[src/kl_macros.svh]
`ifndef KL_MACROS_SVH
`define KL_MACROS_SVH

// Data word and EBUS select widths
`define KL_WORD_BITS 36
`define KL_CS_BITS 7
`define KL_DS_BITS 7

// Physical memory address width, populated words and read latency
`define KL_ADR_BITS 22
`define KL_MEM_WORDS 256
`define KL_MEM_LATENCY 3

// Cycles the front end waits for xfer or in_valid before giving up
`define KL_XFER_TIMEOUT 16

// Controller select that addresses the AR data path
`define KL_EDP_CS 7'o30

`endif

[src/xfer_timer.sv]
`timescale 1ns/1ps
`default_nettype none

`include "kl_macros.svh"

module xfer_timer (
  input  logic clk,
  input  logic arst_n,
  input  logic arm,
  output logic expired
);

  localparam int CW = $clog2(`KL_XFER_TIMEOUT + 1);

  logic [CW-1:0] cnt_q;

  // Count saturates at the limit so expired holds until disarm
  always_ff @(posedge clk or negedge arst_n) begin
    if (!arst_n) begin
      cnt_q <= '0;
    end else if (!arm) begin
      cnt_q <= '0;
    end else if (!expired) begin
      cnt_q <= cnt_q + 1'b1;
    end
  end

  // The count still sits at the limit in the first disarmed cycle, arm masks it
  assign expired = arm && (cnt_q == CW'(`KL_XFER_TIMEOUT));

  a_quiet_when_disarmed: assert property (@(posedge clk) disable iff (!arst_n)
    !arm |-> !expired)
    else $error("timer expired while disarmed");

endmodule

`default_nettype wire

[config.mk]
export PLATFORM = sky130hd
export DESIGN_NAME = xfer_timer
export DESIGN_NICKNAME = d
export VERILOG_FILES = /design/src/xfer_timer.sv
export VERILOG_INCLUDE_DIRS = /design/src /design/src/src
export SDC_FILE = /design/constraint.sdc
export NUM_CORES = 1
export LEC_CHECK = 0
export BUFFER_PORTS_ARGS = -buffer_cell sky130_fd_sc_hd__buf_2
export CORE_AREA = 3 3 40 42
export DETAILED_ROUTE_END_ITERATION = 10
export DIE_AREA = 0 0 43 45
export GPL_ROUTABILITY_DRIVEN = 0
export PLACE_DENSITY_LB_ADDON = 0.12
export REMOVE_ABC_BUFFERS = 1
export SYNTH_ARGS = -nofsm -noshare
export SYNTH_HDL_FRONTEND = slang
export SYNTH_SLANG_ARGS = --single-unit
[constraint.sdc]
create_clock -name clk -period 2.02 [get_ports clk]
set_input_delay 0.101 -clock clk [delete_from_list [all_inputs] [get_ports clk]]
set_output_delay 0.101 -clock clk [all_outputs]
set_load 0.05 [all_outputs]
After elaboration in Yosys (flattened, before gate mapping):

Cells that the tools add are included.

* add/subtract/negate cells: 1
* eq/ne operators: 2
* muxes and demuxes: 2
* reduce and logical (&&, ||, !) cells: 1

Operators by type and width (count)
* 5-bit 2-to-1 mux: 2
* 5-bit by 1-bit adder with 5-bit output (second input constant): 1
* 5-bit equality test (second input constant): 1
* 2-bit inequality test (second input constant): 1
* 1-bit logical AND: 1

* bits in registers: 5
* bits of input ports: 3
* output and inout port bits: 1
* word-level logic and storage cells: 7

Longest topological paths before layout:

* depth after elaboration: 4
* gate-level depth with buffers: 4
* gate-level depth less buffers: 4

Worst setup path before layout:

OpenSTA, ideal clock, no wires.

* path type: register to output
* start: reg cnt_q[0]
* end: out expired
* data arrival time: 1273 ps
* data required time: 1919 ps
* setup slack: 646 ps
* cell stages (with the launch flop): 5
* path buffers: 0
* path through: dfrtp_1 -> inv_1 -> ha_1 -> and4bb_4 -> and2_1

* word-level cells in the longest chain between the ends: 2

Ends and longest elaborated chain
* from (decl): RTL line xfer_timer.sv:15 `logic [CW-1:0] cnt_q;`
* from (signal assigned): RTL line xfer_timer.sv:24 `cnt_q <= cnt_q + 1'b1;`
* 5-bit equality test: RTL line xfer_timer.sv:29 `` assign expired = arm && (cnt_q == CW'(`KL_XFER_TIMEOUT)); ``
* 1-bit logical AND: RTL line xfer_timer.sv:29
* to (decl): RTL line xfer_timer.sv:10 `output logic expired`

No other way between the ends.

Worst setup path in the final report:

Same ends and word-level chain as after synthesis.

==> flow_summary.ini <==
[yosys]
syn_area_per_cell_sq_um = 10.5
synth_largest_area_cell = dfrtp_1
synth_common_cells = dfrtp_1 (5), nand2_1 (5), mux2i_1 (4), nand2b_1 (3)
netlist_area_sq_um = 294
ys_types = 12
netlist_instances = 28
synth_edf_count = 0
synth.area.top_cells = dfrtp_1 (43%), mux2i_1 (14%), ha_1 (8.5%)
ys_seq_area_frac = 0.426
yosys.area.top_type_share = 0.426
async_reset_ff_frac = 1.00
synth-seq-cells = 5
synth-main-ff-cell = dfrtp_1
yosysWarningCount = 0

[clock_tree]
numCtsBuffers = 3
cts_tree = yes
clk_pin_slew_ns = 0.05
ctsResizeCount = 0
cts_sinks = 5
cts.htree.levels = 1
cts_buffer_depth = 2
cts-root-buf = clkbuf_4
clock_latency_ns = 0.25

[floorplanning]
io_pins = 4
dieArea_sq_um = 1940
core_sq_um = 1280
fp.dieH_um = 45
rows = 13
die_w_um = 43
start_util = 0.229

[route]
num_vias = 219
final_antenna_net_count = 0
firstDrtPassIters = 2
drtIter0Drc = 2
viasPerCell = 4.38
wl_per_cell_um = 11.0
routed_wl_um = 548
drc = 0

[critical_path]
rrSetupSlack_ns = 0.85
path_class = flop to output pin
worst-path-stages = 5
rr_worst_depth = 4
cpPeakStageDelay_ns = 0.42
crit_family = flip-flops
worstPathCellList = inv_1, ha_1, and4bb_4, and2_1, buf_2
worstPathRequired_ns = 1.92
cp.arrival_ns = 1.52
crit_path_start_kind = flop
critical_path_buf_inv_count = 2
r2r-start = cnt_q[0]
crit_fanout = 5
reg2reg_to = cnt_q[0]
crit_slowest_cell = dfrtp_1
worst_setup_path_end_kind = output pin

[power]
power_frac_comb = 0.095
p_seq_frac = 0.438
power_density_nw_per_um2 = 711
peakVddDrop_mv = 0.370
p_clk_frac = 0.467
p_int_uw = 192
switching_share = 0.246
p_sw_uw = 62.9
report.power.total_uw = 255
leakage_uw = 0.000172

[outcome]
status = complete, no violations

[min_path]
holdPathEnd = cnt_q[4]
whs_path_depth = 3
hold_start = arm
hold_class = input pin to flop

[grt]
grt_max_degree = 11
grt-ovfl-total = 0
grt_usage = 0.0704
grt_first_pass_wirelength_um = 869
antenna_found_initial = 0
first_global_vias = 205

[final_layout]
nets = 41
largest_reg_flops = 5
area_delta_synth_final_pct = 22.1
n_antenna_cell = 0
reg.largest.list = cnt_q (5)
regMostFlops = cnt_q
drive_gt1_frac = 0.229
final_area_sq_um = 359

[flow_run]
cap_violations = 0

[timing]
rsz0062_at_grt = no
fmax_ghz = 0.618
tightest_slew_ns = 0.250
slew_viol_final = 0
fin_ws_ns = 0.401
tns_ns = 0
setup_violations = 0
fin_worst_skew_ns = 0.00892
relSlewSlack = 0.834
min_period_ns = 1.62
hold_viol = 0
period_share = 0.801

[placement]
pre_cts_slack_ns = 0.666
port_buffers = 3
place_area_sq_um = 323
-- cells by family (layout without fill, tap and decap cells) --
kind of cell,count (synthesis),after routing,synth area share
flip-flops,5,5,0.426
adder cells (fa/ha/maj),2,2,0.0851
buffers and inverters,3,10,0.0425
AND/OR/NAND/NOR,13,13,0.281
XOR/XNOR,1,1,0.0298
multiplexers,4,4,0.136
-- per-stage QoR --
stage          std cells  hold WS, ns   util
2_1_floorplan         27       -0.195      -
3_3_place_gp          45      -0.0722  0.251
3_5_place_dp          45      -0.0759  0.251
4_1_cts               50        0.175  0.279
5_1_grt               50        0.171  0.279
6_report              50        0.183  0.279
-- worst min-delay path, cell delays in order --
cell and delay (ns):
buf_2 0.16, nand2_1 0.07, mux2i_1 0.06
-- worst max-delay path by stage --
stage                     slack (ns)      from       to
final                           0.40  cnt_q[0]  expired
after global routing            0.35  cnt_q[0]  expired
after CTS                       0.40  cnt_q[0]  expired
after detailed placement        0.67  cnt_q[0]  expired
after global placement          0.67  cnt_q[0]  expired
after floorplan                 0.65  cnt_q[0]  expired
-- metal layers --
layer | part of all wire | vias up | GRT usage
met5 | 0 | - | 0
met4 | 0.018 | 0 | 0.0542
met3 | 0.12 | 2 | 0.0757
met2 | 0.41 | 7 | 0.0928
met1 | 0.45 | 102 | 0.0613
li1 | - | 108 | -
-- power by group through the flow --
stage / registers (uW) / logic (uW) / clock network (uW)
2_1_floorplan: 111 / 15.0 / 0
3_3_place_gp: 113 / 23.1 / 0
3_5_place_dp: 113 / 23.4 / 0
4_1_cts: 112 / 24.9 / 122
5_1_grt: 112 / 28.3 / 133
6_report: 112 / 24.4 / 119
-- cell usage in the layout, fill, tap and decap left out, drive strengths merged --
cell type	instances
and2	1
and4bb	1
buf	3
clkbuf	4
dfrtp	5
dlygate4sd3	1
ha	2
inv	2
mux2i	4
nand2	5
nand2b	3
nand3	2
nor3b	1
xnor2	1
-- cell type report --
cell class	count	area, sq um
Multi-Input combinational cell	20	156
Tap cell	15	18.8
Inverter	2	7.51
Fill cell	138	926
Sequential cell	5	125
Timing Repair Buffer	4	25.0
Clock buffer	4	26.3
-- repair_timing --
action / CTS / global route
hold buffers: 1 / 0
buffers inserted: 0 / 0
endpoints found under the hold margin: 5 / 0
Power figures use the tool's default switching activity.
