<file path="config.mk">
export PLATFORM = sky130hd
export DESIGN_NAME = ebus_mux
export DESIGN_NICKNAME = d
export VERILOG_FILES = /design/src/ebus_pkg.sv /design/src/ebus_mux.sv
export VERILOG_INCLUDE_DIRS = /design/src /design/src/src
export SDC_FILE = /design/constraint.sdc
export NUM_CORES = 1
export LEC_CHECK = 0
export ABC_AREA = 1
export BUFFER_PORTS_ARGS = -buffer_cell sky130_fd_sc_hd__buf_2
export CAP_MARGIN = 15
export CELL_PAD_IN_SITES_DETAIL_PLACEMENT = 0
export CELL_PAD_IN_SITES_GLOBAL_PLACEMENT = 1
export CORE_AREA = 2 2 99 101
export DETAILED_ROUTE_END_ITERATION = 12
export DIE_AREA = 0 0 101 103
export GPL_TIMING_DRIVEN = 0
export PLACE_DENSITY = 0.95
export SYNTH_ARGS = -nofsm -noshare
export SYNTH_HDL_FRONTEND = slang
export SYNTH_SLANG_ARGS = --single-unit
</file>
<file path="constraint.sdc">
create_clock -name vclk -period 1.1
set_input_delay 0.11 -clock vclk [all_inputs]
set_output_delay 0.11 -clock vclk [all_outputs]
set_load 0.005 [all_outputs]
</file>
<file path="src/kl_macros.svh">
`ifndef KL_MACROS_SVH
`define KL_MACROS_SVH

// Data word and EBUS select widths
`define KL_WORD_BITS 36
`define KL_CS_BITS 7
`define KL_DS_BITS 7

// Physical memory address width, populated words and read latency
`define KL_ADR_BITS 22
`define KL_MEM_WORDS 256
`define KL_MEM_LATENCY 3

// Cycles the front end waits for xfer or in_valid before giving up
`define KL_XFER_TIMEOUT 16

// Controller select that addresses the AR data path
`define KL_EDP_CS 7'o30

`endif

</file>
<file path="src/ebus_pkg.sv">
`default_nettype none

`include "kl_macros.svh"

package ebus_pkg;

  // Diagnostic functions understood by the EDP slices
  typedef enum logic [`KL_DS_BITS-1:0] {
    DS_READ_AR  = 7'o00,
    DS_READ_PAR = 7'o01,
    DS_WRITE_AR = 7'o40
  } diag_fn_e;

  typedef enum logic [1:0] {
    DIAG_WRITE,
    DIAG_READ,
    MEM_WRITE,
    MEM_READ
  } fe_op_e;

  typedef enum logic [2:0] {
    IDLE,
    SETUP,
    STROBE,
    EWAIT,
    MSTART,
    MWAIT,
    DONE
  } fe_state_e;

  typedef struct packed {
    logic                     valid;
    fe_op_e                   op;
    logic [`KL_CS_BITS-1:0]   cs;
    diag_fn_e                 ds;
    logic [`KL_ADR_BITS-1:0]  adr;
    logic [`KL_WORD_BITS-1:0] data;
  } fe_cmd_t;

  typedef struct packed {
    logic                     done;
    logic                     timeout;
    logic [`KL_WORD_BITS-1:0] data;
  } fe_rsp_t;

  // What the front end puts on the backplane toward the slices
  typedef struct packed {
    logic [`KL_CS_BITS-1:0]   cs;
    diag_fn_e                 ds;
    logic                     diag_strobe;
    logic [`KL_WORD_BITS-1:0] data;
  } ebus_t;

  typedef struct packed {
    logic                     driving;
    logic [`KL_WORD_BITS-1:0] data;
  } ebus_driver_t;

endpackage

`default_nettype wire

</file>
<file path="src/ebus_mux.sv">
`timescale 1ns/1ps
`default_nettype none

`include "kl_macros.svh"

module ebus_mux (
  input  ebus_pkg::ebus_driver_t   drv0,
  input  ebus_pkg::ebus_driver_t   drv1,
  input  ebus_pkg::ebus_driver_t   drv2,
  input  ebus_pkg::ebus_driver_t   drv3,
  input  ebus_pkg::ebus_driver_t   drv4,
  input  ebus_pkg::ebus_driver_t   drv5,
  output logic [`KL_WORD_BITS-1:0] data,
  output logic                     xfer
);

  logic edp_driving;

  assign edp_driving = drv0.driving | drv1.driving | drv2.driving |
                       drv3.driving | drv4.driving | drv5.driving;

  // Any slice driving means the whole EDP group is read,
  // each slice contributing only its own six bits
  always_comb begin
    if (edp_driving) begin
      data[5:0]   = drv0.data[5:0];
      data[11:6]  = drv1.data[11:6];
      data[17:12] = drv2.data[17:12];
      data[23:18] = drv3.data[23:18];
      data[29:24] = drv4.data[29:24];
      data[35:30] = drv5.data[35:30];
    end else begin
      data = '0;
    end
  end

  assign xfer = edp_driving;

endmodule

`default_nettype wire

</file>
## Word level (Yosys, flattened, before mapping)

Index checks and enable logic that the tools add are counted.

| storage, ports and cells | value |
|---|---|
| input port bits | 222 |
| register bits | 0 |
| word-level logic and storage cells | 6 |
| output and inout bits | 37 |

| cells by class | value |
|---|---|
| bitwise logic cells | 5 |
| mux-type cells | 1 |

Operators by type and width:

| cell | number |
|---|---|
| 36-bit two-way mux | 1 |
| 1-bit bitwise OR | 5 |

## Logic depth before layout (Yosys ltp)

| logic depth | value |
|---|---|
| depth after elaboration | 6 |
| depth in mapped cells | 5 |
| gate-level depth less buffers | 4 |

## Worst setup path before layout

No wires, ideal clock.

| timing path | value |
|---|---|
| kind | in2out |
| start point | input drv5[36] (netlist bit) |
| end point | output data[26] |
| required time | 0.990 ns |
| path slack | 0.305 ns |
| buffers on the path | 1 |
| cell stages on the path | 5 |
| arrival time | 0.685 ns |
| cell sequence | nor2_1 nand3_4 buf_6 nand2_2 inv_1 |

| on the way | value |
|---|---|
| longest elaborated chain between the ends | 2 |

Ends and longest elaborated chain:

| element | line | source |
|---|---|---|
| start, declared | ebus_mux.sv:12 | `input ebus_pkg::ebus_driver_t drv5,` |
| 1-bit bitwise OR | ebus_mux.sv:20 | `drv3.driving \| drv4.driving \| drv5.driving;` |
| via xfer | ebus_mux.sv:14 | `output logic xfer` |
| 36-bit two-way mux | ebus_mux.sv:25 | `if (edp_driving) begin` |
| end, declared | ebus_mux.sv:13 | `` output logic [`KL_WORD_BITS-1:0] data, `` |

The timed path passes the listed nets, and every way through them passes these cells.

## Worst setup path after layout

| timing path | value |
|---|---|
| start point | input drv0[36] (netlist bit) |
| end point | output data[8] |

| on the way | value |
|---|---|
| longest elaborated chain between the ends | 6 |

Ends and longest elaborated chain:

| element | line | source |
|---|---|---|
| start, declared | ebus_mux.sv:7 | `input ebus_pkg::ebus_driver_t drv0,` |
| 1-bit bitwise OR (3 in a row) | ebus_mux.sv:19 | `assign edp_driving = drv0.driving \| drv1.driving \| drv2.driving \|` |
| 1-bit bitwise OR (2 in a row) | ebus_mux.sv:20 |  |
| 36-bit two-way mux | ebus_mux.sv:25 |  |

No other way between the ends.

==> flow_summary_export.csv <==
group,metric,value,unit
drt,drtPass1Iterations,2,
outcome,status,"finished, final reports clean",
global_route,antenna_found_initial,1,
placed_design,portBuffers,79,
timing,holdWs,0.465,ns
worst_setup_path,cpLargestDelayFamily,"buffers and inverters",
pwr,p_per_area,258,nW/µm²
timing,rsz0062_at_grt,"true",
worst_setup_path,cpMaxStageDelayCell,"buf_6",
worst_setup_path,worstSetupPathDepth,7,
worst_setup_path,worstSetupPathType,"in2out",
pwr,ir_drop,0.0000608,V
worst_setup_path,startpoint_type,"input pin",
drt,vias_per_cell,2.41,
pwr,p_sw_share,43.1,%
placed_design,placed_area,893,µm²
timing,finalHoldViolations,0,
pwr,power.switching,103,µW
pwr,pwr-share-seq,0,%
die,boundaryPins,259,
synthesis,synthesis.nets,301,
drt,drt_iter0_drc,8,
cells_and_area,seq_cells,0,
flow_run,cap_violations,0,
pwr,p_int,137,µW
die,row_count,36,
drt,wl_per_cell,6.99,µm
drt,antenna_left,0,
worst_hold_path,holdCritStartpoint,"drv2[14]",
cells_and_area,areaGrowthSynthToFinish,162,%
synthesis,syn_area_per_cell,4.50,µm²
worst_setup_path,worstPathArrival,0.89,ns
worst_setup_path,endpoint_kind,"primary output",
worst_setup_path,cp_common_cell,"buf_2",
worst_hold_path,hold_path_class,"in2out",
global_route,grt_pass1_wl,2.44,mm
worst_setup_path,cp_slowest_stage_delay,0.17,ns
pwr,p_clk_share,0,%
cells_and_area,drive_gt1_share,62.1,%
drt,routed_wl,1.92,mm
timing,period_share,90.9,%
drt,dr_total_vias,663,
timing,drv_slew,0,
timing,relSlewSlack,91.1,%
cells_and_area,final_common_cell,"buf_2",
pwr,cellLeakagePower,0.000684,µW
worst_setup_path,cp_max_fo,10,
global_route,track_usage,3.08,%
drt,drc,0,
clock_tree,cts_hold_buf,0,
timing,tightest_slew,0.133,ns
placed_design,gp_congestion,0.637,
cells_and_area,n_antenna_cell,0,
die,die_w,101,µm
timing,setup_viol,0,
die,start_util,3.76,%
worst_setup_path,worst_ep_required_time,0.99,ns
worst_setup_path,crit_chain,"buf_2 -> nor2_4 -> nand3_4 -> buf_6 -> nand2_1 -> inv_1 -> buf_2",
worst_setup_path,cp_num_buf_inv,4,
timing,fin_crit,1.00,ns
die,die_area,10400,µm²
synthesis,netlist_area,355,µm²
synthesis,synth-seq-area-share,0,%
timing,clock.fmax,1000,MHz
die,fp.dieH,103,µm
synthesis,synth_cell_types,6,
synthesis,synth_cells,79,
global_route,grt_pass1_vias,493,
pwr,p_total,240,µW
pwr,p_comb_share,100.0,%
cells_and_area,final_cell_mix,"80 x buf_2, 36 x inv_1, 25 x nand2_1, 11 x nand2_2, 3 x buf_6",
synthesis,yosysWarnings,0,
cells_and_area,final_util,9.84,%
worst_hold_path,hold_path_depth,4,
cells_and_area,regArea,0,µm²
placed_design,dpl.hpwl,1.68,mm
die,core_area,9460,µm²
cells_and_area,fin_area,931,µm²
cells_and_area,nNetsFinal,385,
cells_and_area,num-clock-buffers,0,
global_route,grt_max_degree,11,
worst_hold_path,whs_endpoint,"data[14]",
global_route,grt_overflow,0,
==> stage by stage <==
stage	TNS, ns	cells	setup slack, ns
5_1_grt	-0.0767	275	-0.0190
3_3_place_gp	-7.19	272	-0.293
2_1_floorplan	0	79	0.305
6_report	0	275	0.100
3_5_place_dp	-8.11	272	-0.309
4_1_cts	0	274	0.00716
==> what timing repair did <==
| item | 4_1_cts | 5_1_grt |
|---|---|---|
| gates resized for setup | 2 | 4 |
| gates cloned | 0 | 1 |
| pin swaps | 1 | 2 |
| hold endpoints to repair | 0 | 0 |
| endpoints found under the setup margin | 37 | 31 |
| setup buffers | 2 | 0 |
==> synthesized netlist by cell type, drive strengths merged <==
| cell | n | share of area (%) |
|---|---|---|
| inv | 36 | 38 |
| buf | 3 | 9.5 |
| nand3 | 1 | 4.9 |
| nor2 | 3 | 3.2 |
| nand2 | 36 | 44 |
==> worst max path at each step <==
stage,startpoint,to,slack [ns]
floorplan,drv5[36],data[26],0.31
global placement,drv1[36],data[24],-0.29
detailed placement,drv1[36],data[24],-0.31
CTS,drv1[36],data[24],0.007
global route,drv0[36],data[8],-0.02
finish,drv0[36],data[8],0.10
==> cells by family after synthesis <==
| logic type | share of synthesized area (%) |
|---|---|
| AND/OR/NAND/NOR | 52.5 |
| buffers and inverters | 47.5 |
==> power by group through the flow <==
stage                     sequential (µW)  combinational (µW)  clock, µW
after CTS                               0                 243          0
after floorplan                         0                85.2          0
after detailed placement                0                 238          0
after global routing                    0                 280          0
after global placement                  0                 235          0
final                                   0                 240          0
==> layer usage <==
layer	up-vias	wire, µm	GRT usage (%)
met3	2	259	0.814
met1	252	767	4.15
met2	44	886	5.28
met5	-	7	0
li1	363	-	-
met4	2	0	0
==> cell type report <==
type / instances / area [µm²]
multi-input combinational: 40 / 204
tap: 114 / 143
timing repair buffer: 82 / 415
buffer: 3 / 33.8
fill: 1146 / 8530
inverter: 36 / 135
(Power assumes the default switching activity.)
