===== src/kl_macros.svh =====
`ifndef KL_MACROS_SVH
`define KL_MACROS_SVH

// Data word and EBUS select widths
`define KL_WORD_BITS 36
`define KL_CS_BITS 7
`define KL_DS_BITS 7

// Physical memory address width, populated words and read latency
`define KL_ADR_BITS 22
`define KL_MEM_WORDS 256
`define KL_MEM_LATENCY 3

// Cycles the front end waits for xfer or in_valid before giving up
`define KL_XFER_TIMEOUT 16

// Controller select that addresses the AR data path
`define KL_EDP_CS 7'o30

`endif


===== src/ebus_pkg.sv =====
`default_nettype none

`include "kl_macros.svh"

package ebus_pkg;

  // Diagnostic functions understood by the EDP slices
  typedef enum logic [`KL_DS_BITS-1:0] {
    DS_READ_AR  = 7'o00,
    DS_READ_PAR = 7'o01,
    DS_WRITE_AR = 7'o40
  } diag_fn_e;

  typedef enum logic [1:0] {
    DIAG_WRITE,
    DIAG_READ,
    MEM_WRITE,
    MEM_READ
  } fe_op_e;

  typedef enum logic [2:0] {
    IDLE,
    SETUP,
    STROBE,
    EWAIT,
    MSTART,
    MWAIT,
    DONE
  } fe_state_e;

  typedef struct packed {
    logic                     valid;
    fe_op_e                   op;
    logic [`KL_CS_BITS-1:0]   cs;
    diag_fn_e                 ds;
    logic [`KL_ADR_BITS-1:0]  adr;
    logic [`KL_WORD_BITS-1:0] data;
  } fe_cmd_t;

  typedef struct packed {
    logic                     done;
    logic                     timeout;
    logic [`KL_WORD_BITS-1:0] data;
  } fe_rsp_t;

  // What the front end puts on the backplane toward the slices
  typedef struct packed {
    logic [`KL_CS_BITS-1:0]   cs;
    diag_fn_e                 ds;
    logic                     diag_strobe;
    logic [`KL_WORD_BITS-1:0] data;
  } ebus_t;

  typedef struct packed {
    logic                     driving;
    logic [`KL_WORD_BITS-1:0] data;
  } ebus_driver_t;

endpackage

`default_nettype wire


===== src/mbus_pkg.sv =====
`default_nettype none

`include "kl_macros.svh"

package mbus_pkg;

  // Requester side of one MBUS cycle
  typedef struct packed {
    logic                     start;
    logic                     wr_rq;
    logic                     rd_rq;
    logic [`KL_ADR_BITS-1:0]  adr;
    logic [`KL_WORD_BITS-1:0] d_out;
  } mbus_req_t;

  // Memory side: ackn, then in_valid with the word some cycles later
  typedef struct packed {
    logic                     ackn;
    logic                     in_valid;
    logic [`KL_WORD_BITS-1:0] d_in;
  } mbus_rsp_t;

  typedef enum logic [1:0] {
    M_IDLE,
    M_ACKN,
    M_DELAY
  } mem_state_e;

endpackage

`default_nettype wire


===== src/fe_ebus_ctl.sv =====
`timescale 1ns/1ps
`default_nettype none

`include "kl_macros.svh"

module fe_ebus_ctl (
  input  logic                     clk,
  input  logic                     arst_n,
  input  ebus_pkg::fe_cmd_t        cmd,
  output ebus_pkg::ebus_t          ebus,
  input  logic [`KL_WORD_BITS-1:0] ebus_data,
  input  logic                     xfer,
  output mbus_pkg::mbus_req_t      mreq,
  input  mbus_pkg::mbus_rsp_t      mrsp,
  output logic                     timer_arm,
  input  logic                     timer_expired,
  output ebus_pkg::fe_rsp_t        rsp,
  output logic                     busy
);
  import ebus_pkg::*;

  fe_state_e                state_q;
  fe_state_e                state_d;
  fe_cmd_t                  cmd_q;
  logic                     strobe_q;
  logic                     tmo_q;
  logic                     tmo_d;
  logic [`KL_WORD_BITS-1:0] data_q;
  logic [`KL_WORD_BITS-1:0] data_d;
  logic                     accept;
  logic                     is_diag;

  // Commands arriving while busy are dropped on the floor
  assign accept  = (state_q == IDLE) && cmd.valid;
  assign is_diag = (cmd.op == DIAG_WRITE) || (cmd.op == DIAG_READ);

  always_comb begin
    state_d = state_q;
    data_d  = data_q;
    tmo_d   = tmo_q;
    case (state_q)
      IDLE: begin
        if (accept) begin
          state_d = is_diag ? SETUP : MSTART;
        end
      end
      SETUP: state_d = STROBE;
      STROBE: begin
        // A write has nobody driving, so the captured word is zero
        if ((cmd_q.op == DIAG_WRITE) || xfer) begin
          state_d = DONE;
          data_d  = ebus_data;
          tmo_d   = 1'b0;
        end else begin
          state_d = EWAIT;
        end
      end
      EWAIT: begin
        if (xfer) begin
          state_d = DONE;
          data_d  = ebus_data;
          tmo_d   = 1'b0;
        end else if (timer_expired) begin
          state_d = DONE;
          data_d  = '0;
          tmo_d   = 1'b1;
        end
      end
      MSTART: state_d = MWAIT;
      MWAIT: begin
        if (mrsp.in_valid) begin
          state_d = DONE;
          data_d  = mrsp.d_in;
          tmo_d   = 1'b0;
        end else if (timer_expired) begin
          state_d = DONE;
          data_d  = '0;
          tmo_d   = 1'b1;
        end
      end
      DONE:    state_d = IDLE;
      default: state_d = IDLE;
    endcase
  end

  always_ff @(posedge clk or negedge arst_n) begin
    if (!arst_n) begin
      state_q  <= IDLE;
      strobe_q <= 1'b0;
      tmo_q    <= 1'b0;
    end else begin
      state_q  <= state_d;
      strobe_q <= (state_q == SETUP);
      tmo_q    <= tmo_d;
    end
  end

  always_ff @(posedge clk) begin
    if (accept) begin
      cmd_q <= cmd;
    end
    data_q <= data_d;
  end

  // cs, ds and data sit on the bus for the whole operation
  assign ebus.cs          = cmd_q.cs;
  assign ebus.ds          = cmd_q.ds;
  assign ebus.diag_strobe = strobe_q;
  assign ebus.data        = cmd_q.data;

  assign mreq.start = (state_q == MSTART);
  assign mreq.wr_rq = mreq.start && (cmd_q.op == MEM_WRITE);
  assign mreq.rd_rq = mreq.start && (cmd_q.op == MEM_READ);
  assign mreq.adr   = cmd_q.adr;
  assign mreq.d_out = cmd_q.data;

  assign timer_arm = (state_q == EWAIT) || (state_q == MWAIT);

  assign rsp.done    = (state_q == DONE);
  assign rsp.timeout = tmo_q;
  assign rsp.data    = data_q;
  assign busy        = (state_q != IDLE);

  // The strobe flop must stay in step with the FSM
  a_strobe_in_strobe: assert property (@(posedge clk) disable iff (!arst_n)
    ebus.diag_strobe |-> (state_q == STROBE))
    else $error("diag_strobe high outside STROBE");

  a_start_pulse: assert property (@(posedge clk) disable iff (!arst_n)
    mreq.start |=> !mreq.start)
    else $error("MBUS start held longer than one cycle");

endmodule

`default_nettype wire


===== config.mk =====
export PLATFORM = sky130hd
export DESIGN_NAME = fe_ebus_ctl
export DESIGN_NICKNAME = d
export VERILOG_FILES = /design/src/ebus_pkg.sv /design/src/mbus_pkg.sv /design/src/fe_ebus_ctl.sv
export VERILOG_INCLUDE_DIRS = /design/src /design/src/src
export SDC_FILE = /design/constraint.sdc
export NUM_CORES = 1
export LEC_CHECK = 0
export BUFFER_PORTS_ARGS = -buffer_cell sky130_fd_sc_hd__buf_2
export CORE_AREA = 2 2 119 121
export CTS_CLUSTER_SIZE = 16
export DETAILED_ROUTE_END_ITERATION = 6
export DIE_AREA = 0 0 121 123
export HOLD_SLACK_MARGIN = 0.15
export PLACE_DENSITY = 0.78
export SLEW_MARGIN = 20
export SYNTH_ARGS = -nofsm -noshare
export SYNTH_HDL_FRONTEND = slang
export SYNTH_SLANG_ARGS = --single-unit

===== constraint.sdc =====
create_clock -name clk -period 5.25 [get_ports clk]
set_clock_uncertainty 0.05 [all_clocks]
set_input_delay 0.2625 -clock clk [delete_from_list [all_inputs] [get_ports clk]]
set_output_delay 0.2625 -clock clk [all_outputs]
set_load 0.02 [all_outputs]

; Word-level counts from Yosys, hierarchy flattened
; Index checks and enable logic that the tools add are counted.
[word_totals]
register_bits = 115
[op_classes]
reduce_logical = 12
eq_ne = 11
muxes = 17
[ops]
columns = cell, n
row1 = 36-bit two-way mux, 4
row2 = 36-bit one-hot mux with 3 select lines, 1
row3 = 3-bit two-way mux, 6
row4 = 3-bit one-hot mux with 6 select lines, 1
row5 = 3-bit equality test (second input constant), 3
row6 = 3-bit by 2-bit equality test with 1-bit output (second input constant), 2
row7 = 3-bit nonzero test, 2
row8 = 2-bit equality test (second input constant), 2
row9 = 2-bit logical NOT, 2
row10 = 1-bit two-way mux, 4
row11 = 2-bit inequality test (second input constant), 2
row12 = 3-bit by 1-bit equality test with 1-bit output (second input constant), 1
row13 = 1-bit logical AND, 3
row14 = 3-bit logical NOT, 1
row15 = 1-bit logical OR, 3
row16 = 1-bit one-hot mux with 3 select lines, 1
row17 = 2-bit by 1-bit equality test with 1-bit output (second input constant), 1
row18 = 2-bit AND reduction, 1

; Longest topological paths before layout
[logic_depth]
word_depth = 5
depth_mapped = 5
ltp_nobuf = 4

; Worst setup path before layout
; OpenSTA, ideal clock, no wires.
[synth_timing]
path_type = register to register
from = register state_q[1]
to = register cmd_q[72] (netlist name), enable pin
path_stages_with_launch = 4
t_arrival_ps = 4197
required_time_ps = 4693
path_slack_ps = 496
path_buffers = 1
path_cell_list = dfrtp_1 -> clkbuf_1 -> or3_1 -> nor2_1
[synth_via]
elab_chain_cells = 2
[synth_lines]
columns = element, line
row1 = start: declaration, fe_ebus_ctl.sv:22  ; fe_state_e state_q;
row2 = start signal: assignment, fe_ebus_ctl.sv:92  ; state_q <= state_d;
row3 = 3-bit logical NOT, fe_ebus_ctl.sv:34  ; assign accept = (state_q == IDLE) && cmd.valid;
row4 = 1-bit logical AND, fe_ebus_ctl.sv:34
row5 = net accept, fe_ebus_ctl.sv:30  ; logic accept;
row6 = end signal: assignment, fe_ebus_ctl.sv:100  ; cmd_q <= cmd;
row7 = end: declaration, fe_ebus_ctl.sv:24  ; fe_cmd_t cmd_q;
; The timed path passes the listed nets, and every way through them passes these cells.
; A chain may end at the register's enable or synchronous reset.

; Worst setup path in the final report
[layout_timing]
from = input mrsp[36] (netlist name)
to = register data_q[11], data pin
[layout_via]
elab_chain_cells = 2
[layout_lines]
columns = element, line
row1 = start: declaration, fe_ebus_ctl.sv:14  ; input mbus_pkg::mbus_rsp_t mrsp,
row2 = 36-bit two-way mux, fe_ebus_ctl.sv:71  ; if (mrsp.in_valid) begin
row3 = 36-bit one-hot mux with 3 select lines, fe_ebus_ctl.sv:41  ; case (state_q)
row4 = net data_d[11], fe_ebus_ctl.sv:29  ; logic [`KL_WORD_BITS-1:0] data_d;
row5 = end signal: assignment, fe_ebus_ctl.sv:102  ; data_q <= data_d;
row6 = end: declaration, fe_ebus_ctl.sv:28  ; logic [`KL_WORD_BITS-1:0] data_q;
; The timed path passes the listed nets, and every way through them passes these cells.

==> impl_metrics.json <==
{
  "synthAdderAreaFrac": 0,
  "cts_tree": "yes",
  "crit_type": "in2reg",
  "p_int_w": 0.00264,
  "yosys_warnings": 0,
  "grt_start_max_net_pins": 75,
  "detail_route.first_pass.iterations": 4,
  "grt_pass1_vias": 4546,
  "clockRootBuffer": "clkbuf_16",
  "grt_pass1_wl_mm": 23.3,
  "holdPathEnd": "state_q[2]",
  "portBuffers": 303,
  "cp_num_buf_inv": 3,
  "r2r_slack_ns": 2.97,
  "synthCells": 427,
  "p_clk_frac": 0.302,
  "synthSimpleGateAreaFrac": 0.0847,
  "seq_power_share": 0.372,
  "maxCapViolCount": 0,
  "top_usage_layer": "met2",
  "die_h_um": 123,
  "crit_slowest_cell": "inv_2",
  "rows": 43,
  "dpl_cell_area_um2": 6550,
  "syn_area_per_cell_um2": 13.3,
  "fin_crit_ns": 2.30,
  "critPathRequiredTime_ns": 5.33,
  "crit_chain": "dlygate4sd3_1 -> buf_2 -> inv_2 -> mux2i_1 -> nor2_1 -> a221o_1",
  "num_vias": 4565,
  "fillers": 993,
  "fin_ws_ns": 2.95,
  "gp_congestion": 0.775,
  "rsz0062_at_grt": "false",
  "clk-insertion-delay-late_ns": 0.40,
  "synth_top_family_by_area": "buffers and inverters",
  "status": "finished clean",
  "finalSetupViolations": 0,
  "htree_levels": 4,
  "max_clock_freq_mhz": 436,
  "total_power_w": 0.00408,
  "antenna_found_initial": 0,
  "met3_usage": 0.0600,
  "fp.dieW_um": 121,
  "place_ws_ns": 2.97,
  "dieArea_um2": 14900,
  "grt_overflow": 0,
  "wl_per_cell_um": 17.6,
  "hold_depth": 3,
  "crit_path_end_kind": "flop",
  "cts.sinks": 115,
  "vias_per_cell": 4.92,
  "ios": 305,
  "path_max_fanout": 37,
  "finalWirelength_mm": 16.3,
  "finalCritPeriodShare": 0.437,
  "fin_area_um2": 8310,
  "drive_above_1_share": 0.460,
  "ys_seq_area_frac": 0.603,
  "drtIter0Drc": 437,
  "worstMarginPinSlew_ns": 1.06,
  "r2r-end": "ebus[1]",
  "initial_core_util": 0.418,
  "synth_cell_types": 33,
  "min_from": "cmd[74]",
  "report.final.slew_viol_count": 0,
  "worst_ir_drop_vdd_uv": 257,
  "ys_seq_elements": 115,
  "power.density_nw_per_um2": 490,
  "synth_compound_area_frac": 0.0827,
  "swShare": 0.351,
  "power_frac_comb": 0.326,
  "diodes": 0,
  "cts_resized": 0,
  "synth-xor-area-share": 0.00154,
  "drc_errors": 0,
  "core_area_um2": 13600,
  "cts_max_path_buffers": 2,
  "hold_path_class": "in2reg",
  "met2_usage": 0.363,
  "numCtsBuffers": 17,
  "cp_top_family": "buffers and inverters",
  "cp_slowest_stage_delay_ns": 0.75,
  "final_nets": 888,
  "grt_use_total": 0.207,
  "cts.clk_slew.worst_paths_ns": 0.06,
  "tns_ns": 0,
  "reg2reg_depth": 3,
  "dp_hpwl_mm": 10.5,
  "drtAntennaViolNets": 0,
  "maxSlewHeadroom": 0.292,
  "synth_nets": 580,
  "use_met1": 0.233,
  "p_leak_nw": 3.64,
  "cp.arrival_ns": 2.38,
  "r2r-start": "state_q[0]",
  "cp-start-kind": "input pin",
  "syn_area_um2": 5690,
  "p_switching_w": 0.00143,
  "synth.area.mux_share": 0.0634,
  "area_growth_pct": 46.1,
  "hold_violations": 0
}
==> registers in the layout (all words and copies together) (netlist names) <==
signal,count
cmd_q,2
data_q,36
ebus,50
mreq,22
state_q,3
strobe_q,1
tmo_q,1
==> layer usage <==
layer  up-vias  part of all wire
li1       2068                 -
met1      2171              0.37
met2       294              0.51
met3        32             0.093
met4         0             0.026
met5         -                 0
==> timing repair <==
| item | CTS | global route |
|---|---|---|
| hold buffers | 113 | 0 |
| buffers inserted | 0 | 0 |
| endpoints found under the hold margin | 116 | 0 |
==> worst min-delay path, delay by kind of cell <==
| family | cells | cell delay (ns) |
|---|---|---|
| AOI/OAI and AO/OA | 2 | 0.22 |
| buffers and inverters | 1 | 0.10 |
==> layout make-up <==
class / instances / area, um^2 / area share
Clock buffer: 18 / 429 / 0.0516
Timing Repair Buffer: 419 / 2670 / 0.321
Inverter: 3 / 11.3 / 0.00136
Tap cell: 180 / 225 / 0.0271
Sequential cell: 115 / 3430 / 0.413
Clock inverter: 14 / 204 / 0.0245
Multi-Input combinational cell: 179 / 1340 / 0.162
==> how the worst max path moves through the flow <==
stage,start,endpoint,slack [ns],cells past startpoint
2_1_floorplan,state_q[1],cmd_q[72],0.50,3
3_3_place_gp,state_q[0],ebus[13],3.02,3
3_5_place_dp,state_q[0],mreq[49],2.97,3
4_1_cts,state_q[0],mreq[53],2.97,3
5_1_grt,state_q[0],mreq[45],2.84,3
6_report,mrsp[36],data_q[11],2.95,6
==> power groups by stage <==
stage / Sequential, W / Combinational [W] / Clock [W]
6_report: 0.00152 / 0.00133 / 0.00123
5_1_grt: 0.00154 / 0.00141 / 0.00130
4_1_cts: 0.00151 / 0.00133 / 0.00126
3_5_place_dp: 0.00151 / 0.00126 / 0
3_3_place_gp: 0.00151 / 0.00123 / 0
2_1_floorplan: 0.00165 / 0.000841 / 0
==> layout by cell type (no fill, tap or decap), types with 2 or more instances in the layout <==
cell type      synthesis  layout
dlygate4sd3_1          0     113
bufinv_16              0       4
nor2_1                42      41
mux2i_1               36      36
nor2b_1               30      30
inv_1                  2       2
edfxtp_1             110     110
and2b_1                6       6
a211oi_1               2       2
buf_2                 12     303
buf_4                113       3
a31oi_1                2       2
dfrtp_1                5       5
inv_6                  0       2
clkinv_4               0       5
clkbuf_16              0      17
a221o_1               36      36
a21oi_1                4       4
and3_1                 2       2
nor3_1                 2       2
==> cell usage after synthesis <==
library cell | instances | area, um^2
a211oi_1 | 2 | 15.0
a21oi_1 | 4 | 20.0
a221o_1 | 36 | 360
a2bb2oi_1 | 1 | 8.76
a31oi_1 | 2 | 12.5
and2_1 | 1 | 6.26
and2b_1 | 6 | 45.0
and2b_4 | 1 | 10.0
and3_1 | 2 | 12.5
and4bb_1 | 1 | 12.5
buf_2 | 12 | 60.1
buf_4 | 113 | 848
clkbuf_1 | 5 | 18.8
dfrtp_1 | 5 | 125
edfxtp_1 | 110 | 3300
inv_1 | 2 | 7.51
inv_2 | 1 | 3.75
mux2i_1 | 36 | 360
nand2_1 | 1 | 3.75
nand2_4 | 1 | 11.3
nand2b_1 | 1 | 6.26
nor2_1 | 42 | 158
nor2_2 | 1 | 6.26
nor2b_1 | 30 | 188
nor3_1 | 2 | 10.0
nor4_1 | 1 | 6.26
o21ai_4 | 1 | 16.3
o21ba_2 | 1 | 10.0
o21bai_1 | 1 | 7.51
o22ai_1 | 2 | 12.5
o31ai_1 | 1 | 7.51
or3_1 | 1 | 6.26
xnor2_1 | 1 | 8.76
==> cell families after synthesis <==
kind of cell,after synthesis
multiplexers,36
buffers and inverters,133
flip-flops,115
AND/OR/NAND/NOR,91
AO/OA/AOI/OAI,51
XOR/XNOR,1
==> per-stage QoR <==
stage / utilization / std cells / hold WS (ns)
global route: 0.611 / 928 / 0.223
global placement: 0.481 / 783 / 0.0244
detailed placement: 0.481 / 783 / 0.0266
finish: 0.611 / 928 / 0.192
floorplan: - / 427 / -0.0831
CTS: 0.611 / 928 / 0.178
No activity file was read; power rests on OpenSTA's default activity.
