### src/kl_macros.svh
`ifndef KL_MACROS_SVH
`define KL_MACROS_SVH

// Data word and EBUS select widths
`define KL_WORD_BITS 36
`define KL_CS_BITS 7
`define KL_DS_BITS 7

// Physical memory address width, populated words and read latency
`define KL_ADR_BITS 22
`define KL_MEM_WORDS 256
`define KL_MEM_LATENCY 3

// Cycles the front end waits for xfer or in_valid before giving up
`define KL_XFER_TIMEOUT 16

// Controller select that addresses the AR data path
`define KL_EDP_CS 7'o30

`endif

### src/ebus_pkg.sv
`default_nettype none

`include "kl_macros.svh"

package ebus_pkg;

  // Diagnostic functions understood by the EDP slices
  typedef enum logic [`KL_DS_BITS-1:0] {
    DS_READ_AR  = 7'o00,
    DS_READ_PAR = 7'o01,
    DS_WRITE_AR = 7'o40
  } diag_fn_e;

  typedef enum logic [1:0] {
    DIAG_WRITE,
    DIAG_READ,
    MEM_WRITE,
    MEM_READ
  } fe_op_e;

  typedef enum logic [2:0] {
    IDLE,
    SETUP,
    STROBE,
    EWAIT,
    MSTART,
    MWAIT,
    DONE
  } fe_state_e;

  typedef struct packed {
    logic                     valid;
    fe_op_e                   op;
    logic [`KL_CS_BITS-1:0]   cs;
    diag_fn_e                 ds;
    logic [`KL_ADR_BITS-1:0]  adr;
    logic [`KL_WORD_BITS-1:0] data;
  } fe_cmd_t;

  typedef struct packed {
    logic                     done;
    logic                     timeout;
    logic [`KL_WORD_BITS-1:0] data;
  } fe_rsp_t;

  // What the front end puts on the backplane toward the slices
  typedef struct packed {
    logic [`KL_CS_BITS-1:0]   cs;
    diag_fn_e                 ds;
    logic                     diag_strobe;
    logic [`KL_WORD_BITS-1:0] data;
  } ebus_t;

  typedef struct packed {
    logic                     driving;
    logic [`KL_WORD_BITS-1:0] data;
  } ebus_driver_t;

endpackage

`default_nettype wire

### src/edp_slice.sv
`timescale 1ns/1ps
`default_nettype none

`include "kl_macros.svh"

module edp_slice #(
  parameter int SLICE = 0
) (
  input  logic                   clk,
  input  logic                   arst_n,
  input  ebus_pkg::ebus_t        ebus,
  output ebus_pkg::ebus_driver_t drv
);
  import ebus_pkg::*;

  localparam int FW  = 6;
  localparam int LSB = SLICE * FW;

  logic [FW-1:0] ar_q;
  logic          sel;
  logic          rd_ar;
  logic          rd_par;

  // Selected only while the front end strobes our controller select
  assign sel    = ebus.diag_strobe && (ebus.cs == `KL_EDP_CS);
  assign rd_ar  = sel && (ebus.ds == DS_READ_AR);
  assign rd_par = sel && (ebus.ds == DS_READ_PAR);

  always_ff @(posedge clk or negedge arst_n) begin
    if (!arst_n) begin
      ar_q <= '0;
    end else if (sel && (ebus.ds == DS_WRITE_AR)) begin
      ar_q <= ebus.data[LSB +: FW];
    end
  end

  // Bits outside our field are zero and ignored by the mux anyway
  always_comb begin
    drv.driving = rd_ar || rd_par;
    drv.data    = '0;
    if (rd_ar) begin
      drv.data[LSB +: FW] = ar_q;
    end else if (rd_par) begin
      // Odd parity bit lands in the low bit of the field
      drv.data[LSB] = ~^ar_q;
    end
  end

endmodule

`default_nettype wire

### config.mk
export PLATFORM = sky130hd
export DESIGN_NAME = edp_slice
export DESIGN_NICKNAME = d
export VERILOG_FILES = /design/src/ebus_pkg.sv /design/src/edp_slice.sv
export VERILOG_INCLUDE_DIRS = /design/src /design/src/src
export SDC_FILE = /design/constraint.sdc
export NUM_CORES = 1
export LEC_CHECK = 0
export BUFFER_PORTS_ARGS = -buffer_cell sky130_fd_sc_hd__buf_2
export CAP_MARGIN = 10
export CORE_MARGIN = 5
export CORE_UTILIZATION = 30
export CTS_BUF_LIST = sky130_fd_sc_hd__clkbuf_4
export DETAILED_ROUTE_END_ITERATION = 16
export HOLD_SLACK_MARGIN = 0.12
export PLACE_DENSITY = 0.83
export SYNTH_ARGS = -nofsm -noshare
export SYNTH_HDL_FRONTEND = slang
export SYNTH_SLANG_ARGS = --single-unit
### constraint.sdc
create_clock -name clk -period 2.2 [get_ports clk]
set_input_delay 0.44 -clock clk [delete_from_list [all_inputs] [get_ports clk]]
set_output_delay 0.44 -clock clk [all_outputs]
set_load 0.03 [all_outputs]
* Word level (Yosys, flattened, before mapping)
Index checks and enable logic that the tools add are counted.
Storage, ports and cells: register bits 6, bits of input ports 53, output and inout port bits 37, word-level logic and storage cells 14
Cells by class: equal/unequal tests 3, muxes and demuxes 3, reductions and logical operators 7
Operators with widths (number):
- 7-bit by 1-bit == test with 1-bit output, second input constant | 1
- 7-bit by 5-bit == test with 1-bit output, second input constant | 1
- 7-bit by 6-bit == test with 1-bit output, second input constant | 1
- 7-bit zero test | 1
- 6-bit XNOR reduction | 1
- 5-bit 2-to-1 mux | 1
- 1-bit logical AND | 4
- 1-bit 2-to-1 mux | 2
- 1-bit logical OR | 1

* Longest topological paths before layout
Gate-level depths: netlist (run 1).
depth in word-level cells 5, mapped depth 4, mapped depth without buffers 4

* Least setup slack after synthesis (run 1)
OpenSTA, ideal clock, no wires.
kind in2out, from in ebus[45] (netlist name), to out drv[0] (netlist name), arrival 2.208 ns, required time 1.760 ns, slack -0.448 ns, cell stages on the path 4, path buffers 0, cells stage by stage nor4b_1 -> nand4_1 -> nor2_1 -> a21boi_0
RTL lines:
- start, declared | RTL line edp_slice.sv:11 | input ebus_pkg::ebus_t ebus,
- end, declared | RTL line edp_slice.sv:12 | output ebus_pkg::ebus_driver_t drv

==> results of run 1 <==
## synth_stat cells, drive strengths merged (2+ instances only)
master and n:
buf 30, nor4b 2, mux2 6, and2 5, nor3 2, dfrtp 6
## through the flow
stage	instances	util	TNS (ps)	hold WS (ps)
after global routing	125	0.380	-89.8	427
after detailed placement	120	0.354	0	267
final	125	0.380	-22.9	429
after global placement	120	0.354	0	265
after floorplan	92	-	0	144
after CTS	125	0.378	-34.7	425
## logic make-up after synthesis
kind of cell / count (synthesis) / share of synthesized area
mux: 6 / 0.112
xor+xnor: 3 / 0.0664
compound gates: 2 / 0.0207
buf+inv: 31 / 0.380
simple gates: 14 / 0.166
other cells: 1 / 0.00622
flops: 6 / 0.249
## layer usage
layer / GRT usage / wire length (um) / vias to the layer above
met1: 0.0641 / 302 / 213
li1: - / - / 218
met4: 0.0498 / 10 / 0
met5: 0 / 0 / -
met2: 0.175 / 797 / 25
met3: 0.0436 / 168 / 2
## final timing paths
| kind | to | slack [ps] |
|---|---|---|
| min reg2reg | ar_q[4] | 540 |
| max | drv[0] | -20 |
| min | ar_q[1] | 430 |
| min in group asynchronous | ar_q[4] | 560 |
| max reg2reg | ar_q[1] | 1320 |
| max in group asynchronous | ar_q[3] | 1500 |
## report_power, final
part | switching [mW] | total (mW) | internal, mW
clock network | 0.0375 | 0.0990 | 0.0615
registers | 0.000105 | 0.111 | 0.111
logic | 0.0784 | 0.0965 | 0.0181
## layout make-up
cell class | count | share of cell area
Clock buffer | 3 | 0.0305
Inverter | 1 | 0.00508
Multi-Input combinational cell | 55 | 0.466
Sequential cell | 6 | 0.203
Tap cell | 27 | 0.0458
Timing Repair Buffer | 33 | 0.249
## worst max-delay path: cells and delay by family (launching register included)
kind                      cells  cell delay [ps]
AOI/OAI and AO/OA             1              140
DFF                           1              350
and+or+nand+nor               1              330
buffers and inverters         1              140
xor gates and xnor gates      2              570
## timing repair
item                                    4_1_cts  5_1_grt
endpoints found under the setup margin        1        2
buffers inserted                              1        0
pin swaps                                     3        1
hold buffers                                  1        0
resized for setup                             2        1
hold endpoints to repair                      6        0
==> metrics.txt, run 1 <==
status=complete, but fails checks; violated checks=negative setup slack; CTS Root Cell=clkbuf_4; Die X=54.8 um; vias in the first global route=441; RR Startpoint=ar_q[1]; crit-path max FO=3; drt first-iter violations=0; r2r worst-path depth=2; Mean Syn Cell Area=9.57 um2; Leak Pwr=0.435 nW; Placer Congestion=0.655; CTS tree=yes; Nets=153; worst hold path depth=2; Yosys top cell area share=0.373; top_reg_cell synth=dfrtp_1; Global Route Usage Sum=0.0880; die area=3010 um2; antenna violations before repair=0; Distinct cells, synth=18; start point of the worst min-delay path=ebus[1]; Biggest register=ar_q; antenna-violating nets left=0; clock tree sinks=6; overall power=0.307 mW; ratio of cells with drive above 1 in the final layout=0.459; Clock transition at path regs=40 ps; Core Region=1940 um2; clock latency at the later pin of the worst-skew pair=240 ps; Clock Tree Buf Depth=2; footprint of the multi-input gates=344 um2; crit start category=flop; count of final setup violators=1; Post-DP HPWL=1140 um; Initial Utilization=0.311; Place WS=114 ps; H-tree levels=1; first-pass GRT wire length=1770 um; register area=150 um2; ys async rst share=1.00; Final Max Tran Viols=0; critical path capture point type=output pin; Layout area overhead=22.4%; cell taking the most area after synthesis=buf_4; Ys Warns=0; most frequent cells in the layout=30 x conb_1, 28 x buf_2, 6 x mux2_2, 6 x dfrtp_1, 5 x and2_1; Die Span Y=54.8 um; clk_skew=0 ps; final worst path period share=1.01; final WL=1280 um; Placed Area=687 um2; Largest stage delay, worst path=420 ps; Std-Cell Rows=16; number of remaining DRC errors=0; routed length per placed instance=10.2 um; Yosys reg bits=6; average vias per placed instance=3.66; cell area after layout=738 um2; Pwr per Cell Area=415 nW/um2; Buffers on Ports=29; Hold Fails Final Rpt=0; Synth area leaders=buf_4 37%, dfrtp_1 25%, mux2_2 11%; FILL cells=211; fmax=450 MHz; total grt overflow=0; min-delay worst type=input pin to flop; Post-Syn Area=603 um2; max reg flops=6; commonest non-fill, non-tap cell in the layout=conb_1; register area share after synthesis=0.249; Slowest cell on crit path=xnor3_1; MaxCap Viol Count=0; critical path class=flop to output pin; post-route setup slack=-22.9 ps; Worst EP required=1760 ps; pin count of the biggest net entering global routing=7; Top Registers=ar_q: 6 flops; via count=458; Post-Syn Instances=63; Post-synth EDFFs=0; ant diodes=0; critical path arrival=1780 ps; Max rail drop VDD=0.158 mV; Pre-Repair DR Iteration Count=1; Ports=90; crit path launch=ar_q[4]; CP cell instances=xnor3_1, xnor2_1, or3_1, a21boi_2, buf_6; post-layout minimum cycle time=2220 ps; CTS Buf Count=3; RSZ-0062 raised after global routing=yes
Note: power is estimated with default switching activity, not from simulation.
==> run 2, diff against run 1 <==
--- a/config.mk
+++ b/config.mk
@@ -13,7 +13,7 @@
 export CTS_BUF_LIST = sky130_fd_sc_hd__clkbuf_4
 export DETAILED_ROUTE_END_ITERATION = 16
 export HOLD_SLACK_MARGIN = 0.12
-export PLACE_DENSITY = 0.83
+export PLACE_DENSITY = 0.89
 export SYNTH_ARGS = -nofsm -noshare
 export SYNTH_HDL_FRONTEND = slang
 export SYNTH_SLANG_ARGS = --single-unit
==> run 2 against run 1 <==
  * The flow still finishes with violations (negative setup slack)
  * Die area unchanged
  * Clock-buffer cell count did not move
  * Critical path depth did not move
  * Critical path type unchanged
  * Critical endpoint unchanged
  * Largest cell class unchanged
==> metrics.txt, run 2 (same netlist as run 1, synthesis figures left out) <==
status=complete, but fails checks; violated checks=negative setup slack; CTS Buf Count=3; MaxCap Viol Count=0; total grt overflow=0; min-delay worst type=input pin to flop; delay-heaviest family, CP=XOR/XNOR gates; Die Span Y=54.8 um; pin count of the biggest net entering global routing=7; Biggest register=ar_q; CTS tree=yes; routed length per placed instance=10.5 um; commonest non-fill, non-tap cell in the layout=conb_1; antenna-violating nets left=0; FILL cells=213; vias in the first global route=476; Std-Cell Rows=16; max reg flops=6; fmax=451 MHz; Clock transition at path regs=40 ps; Clock Tree Buf Depth=2; RSZ-0062 raised after global routing=yes; Final Max Tran Viols=0; Worst EP required=1760 ps; crit-path max FO=2; ratio of cells with drive above 1 in the final layout=0.459; Die X=54.8 um; Comb power frac=0.316; Placer Congestion=0.660; crit start category=flop; final WL=1310 um; critical path capture point type=output pin; H-tree levels=1; Core Region=1940 um2; Largest stage delay, worst path=420 ps; Buffers on Ports=29; clock tree sinks=6; first-pass GRT wire length=1870 um; Clk network pwr share=0.321; Initial Utilization=0.311; switch share=0.377; critical path class=flop to output pin; CTS Root Cell=clkbuf_4; post-route setup slack=-19.0 ps; Layout area overhead=22.4%; Sw Pwr=0.115 mW; ant diodes=0; Pre-Repair DR Iteration Count=1; average vias per placed instance=3.71; clock latency at the later pin of the worst-skew pair=240 ps; critical path arrival=1780 ps; final worst path period share=1.01; Leak Pwr=0.435 nW; Setup TNS=-19.0 ps; Global Route Usage Sum=0.0919; die area=3010 um2; clk_skew=0 ps; antenna violations before repair=0; Slowest cell on crit path=xnor3_1; post-layout minimum cycle time=2220 ps; CP cell instances=xnor3_1, xnor2_1, or3_1, a21boi_2, buf_6; Top Registers=ar_q: 6 flops; Ports=90; CP Buf/Inv Count=1; count of final setup violators=1; Max rail drop VDD=0.162 mV; drt first-iter violations=0; number of remaining DRC errors=0; WHS=432 ps; Hold Fails Final Rpt=0; most frequent cells in the layout=30 x conb_1, 28 x buf_2, 6 x mux2_2, 6 x dfrtp_1, 5 x and2_1; via count=464; Nets=153; Internal Dissipation=0.191 mW; Pwr per Cell Area=414 nW/um2; register share of total power=0.363
-- run 2: power by group through the flow --
stage / clock, mW / sequential (mW) / combinational, mW
2_1_floorplan: 0 / 0.113 / 0.112
3_3_place_gp: 0 / 0.113 / 0.0921
3_5_place_dp: 0 / 0.113 / 0.0936
4_1_cts: 0.104 / 0.111 / 0.0950
5_1_grt: 0.114 / 0.111 / 0.104
6_report: 0.0981 / 0.111 / 0.0966
-- run 2: final cells by class --
type / count / area, um2 / share of cell area
inverters: 1 / 3.75 / 0.00508
flip-flops and latches: 6 / 150 / 0.203
repair buffers: 33 / 184 / 0.249
multi-input cells: 55 / 344 / 0.466
well taps: 27 / 33.8 / 0.0458
clock buffers: 3 / 22.5 / 0.0305
-- run 2: path summary, 6_finish.rpt --
path	startpoint	to	slack (ps)	cells past startpoint
worst max-delay path	ar_q[1]	drv[0]	-20	5
worst min-delay path	ebus[0]	ar_q[0]	430	2
worst max register to register	ar_q[1]	ar_q[1]	1330	2
worst min register to register	ar_q[0]	ar_q[0]	530	1
max in group asynchronous	arst_n	ar_q[2]	1510	2
min in group asynchronous	arst_n	ar_q[5]	550	2
-- run 2: worst register-to-register path: stages (launching register included) --
cell	delay, ps
dfrtp_1	380
buf_4	140
mux2_2	250
-- run 2: what timing repair did --
action / 4_1_cts / 5_1_grt
hold buffers: 1 / 0
pin swaps: 2 / 0
resized for setup: 2 / 1
setup endpoints to repair: 1 / 6
hold endpoints to repair: 6 / 0
gates cloned: 0 / 0
buffers inserted: 1 / 0
-- run 2: routing by layer --
metal  vias to the layer above  track usage  routed length, um
li1                        219            -                  -
met3                         4       0.0272                151
met4                         0       0.0747                 21
met5                         -            0                  0
met1                       213       0.0689                354
met2                        28        0.183                782
-- run 2: per-stage QoR --
step	worst slack, ps	instance area (um2)	util	std cells	total power, mW
floorplan	61.6	718	-	92	0.225
global placement	154	687	0.354	120	0.205
detailed placement	29.2	687	0.354	120	0.206
CTS	-37.1	733	0.378	125	0.310
global route	-111	738	0.380	125	0.329
finish	-19.0	738	0.380	125	0.306
==> run 3, diff against run 2 <==
--- a/config.mk
+++ b/config.mk
@@ -9,11 +9,10 @@
 export BUFFER_PORTS_ARGS = -buffer_cell sky130_fd_sc_hd__buf_2
 export CAP_MARGIN = 10
 export CORE_MARGIN = 5
-export CORE_UTILIZATION = 30
-export CTS_BUF_LIST = sky130_fd_sc_hd__clkbuf_4
+export CORE_UTILIZATION = 29
 export DETAILED_ROUTE_END_ITERATION = 16
 export HOLD_SLACK_MARGIN = 0.12
-export PLACE_DENSITY = 0.89
+export PLACE_DENSITY = 0.87
 export SYNTH_ARGS = -nofsm -noshare
 export SYNTH_HDL_FRONTEND = slang
 export SYNTH_SLANG_ARGS = --single-unit
==> run 3 against run 2 <==
  * Register-to-register slack about the same
  * Non-clock buffer count is the same
  * Total power is 0.26% higher
  * Setup slack better by 8.3 ps
  * Wire length up 6.6%
  * Sequential share of layout area rose by 0.14 points
  * Via count shrank 1.9%
  * Die area increased by 2.8%
  * First-iteration DRC count rose by 4
  * Critical path type unchanged
  * Cell area down 0.68%
  * The run still ends with negative setup slack left
  * Clock power up 0.7%
  * Cell count stayed put
==> metrics.txt, run 3 (same netlist as run 1, synthesis figures left out) <==
status=complete, but fails checks; violated checks=negative setup slack; Initial Utilization=0.304; Final Max Tran Viols=0; Pwr per Cell Area=418 nW/um2; pin count of the biggest net entering global routing=7; Leak Pwr=0.433 nW; ant diodes=0; die area=3090 um2; Placer Congestion=0.738; Core Region=1980 um2; Nets=153; critical path capture point type=output pin; Inst Count DP=120; routed length per placed instance=11.2 um; vias in the first global route=433; first-pass GRT wire length=2000 um; max reg flops=6; clk_skew=0 ps; busiest grt layer=met2; Layout area overhead=21.6%; final worst path period share=1.00; Ports=90; worst hold path depth=2; met3 global-route usage=0.0302; average vias per placed instance=3.64; Global Route Usage Sum=0.0856; critical path class=flop to output pin; Max rail drop VDD=0.242 mV; Top Registers=ar_q: 6 flops; antenna violations before repair=0; Biggest register=ar_q; Std-Cell Rows=16; drt first-iter violations=4; via count=455; crit start category=flop; total grt overflow=0; Die X=55.6 um; H-tree levels=1; min-delay worst type=input pin to flop; CTS tree=yes; number of remaining DRC errors=0; clock latency at the later pin of the worst-skew pair=240 ps; Worst EP required=1760 ps; commonest non-fill, non-tap cell in the layout=conb_1; clock tree sinks=6; critical path arrival=1770 ps; final WL=1400 um; r2r worst-path depth=2; post-route setup slack=-10.7 ps; MaxCap Viol Count=0; post-layout minimum cycle time=2210 ps; antenna-violating nets left=0; WHS=433 ps; RSZ-0062 raised after global routing=yes; Post-DP HPWL=1260 um; Pre-Repair DR Iteration Count=4; Hold Fails Final Rpt=0; Clock transition at path regs=50 ps; M1 GR Usage=0.0743; grt met2 use=0.169; fmax=452 MHz; CTS Root Cell=clkbuf_4; Die Span Y=55.6 um; CTS Buf Count=3; count of final setup violators=1; Clock Tree Buf Depth=2; overall power=0.307 mW; crit-path max FO=3; non-filler cells, final=125; Place WS=92.9 ps; ratio of cells with drive above 1 in the final layout=0.449; Layout Utilization=0.370; most frequent cells in the layout=30 x conb_1, 28 x buf_2, 6 x mux2_2, 6 x dfrtp_1, 5 x and2_1; Buffers on Ports=29
[run 3: stage by stage]
stage               setup TNS, ps  area [um2]
floorplan                       0         718
CTS                         -25.3         733
detailed placement              0         687
global route                 -116         733
global placement                0         687
finish                      -10.7         733
[run 3: path summary, 6_finish.rpt]
kind                            slack, ps    start      end
max in group asynchronous            1490   arst_n  ar_q[1]
worst max register to register       1320  ar_q[1]  ar_q[1]
worst max-delay path                  -10  ar_q[2]   drv[0]
worst min register to register        540  ar_q[0]  ar_q[0]
min in group asynchronous             570   arst_n  ar_q[2]
worst min-delay path                  430  ebus[1]  ar_q[1]
[run 3: critical path, cell delays in order (launching register included)]
cell      delay [ps]
dfrtp_1          400
xnor3_1          350
xnor2_1          150
or3_1            330
a21boi_2         150
buf_6            140
[run 3: layer usage]
metal | part of all wire | vias up
met4 | 0 | 0
met2 | 0.61 | 26
met1 | 0.29 | 212
met5 | 0 | -
li1 | - | 217
met3 | 0.10 | 0
[run 3: area by class of cell]
cell class	count	area (um2)
Fill cell	207	1250
Multi-Input combinational cell	55	339
Timing Repair Buffer	33	184
Sequential cell	6	150
Tap cell	27	33.8
Clock buffer	3	22.5
Inverter	1	3.75
[run 3: report_power, final]
part	switching (mW)	internal (mW)	total, mW
Sequential	0.000113	0.111	0.111
Combinational	0.0786	0.0181	0.0967
Clock	0.0373	0.0615	0.0988
Total	0.116	0.191	0.307
[run 3: repair_timing]
| action | CTS | global route |
|---|---|---|
| hold buffers | 1 | 0 |
| hold endpoints to repair | 6 | 0 |
| endpoints found under the setup margin | 1 | 1 |
| resized for setup | 2 | 0 |
| pin swaps | 2 | 0 |
| setup buffers | 1 | 0 |
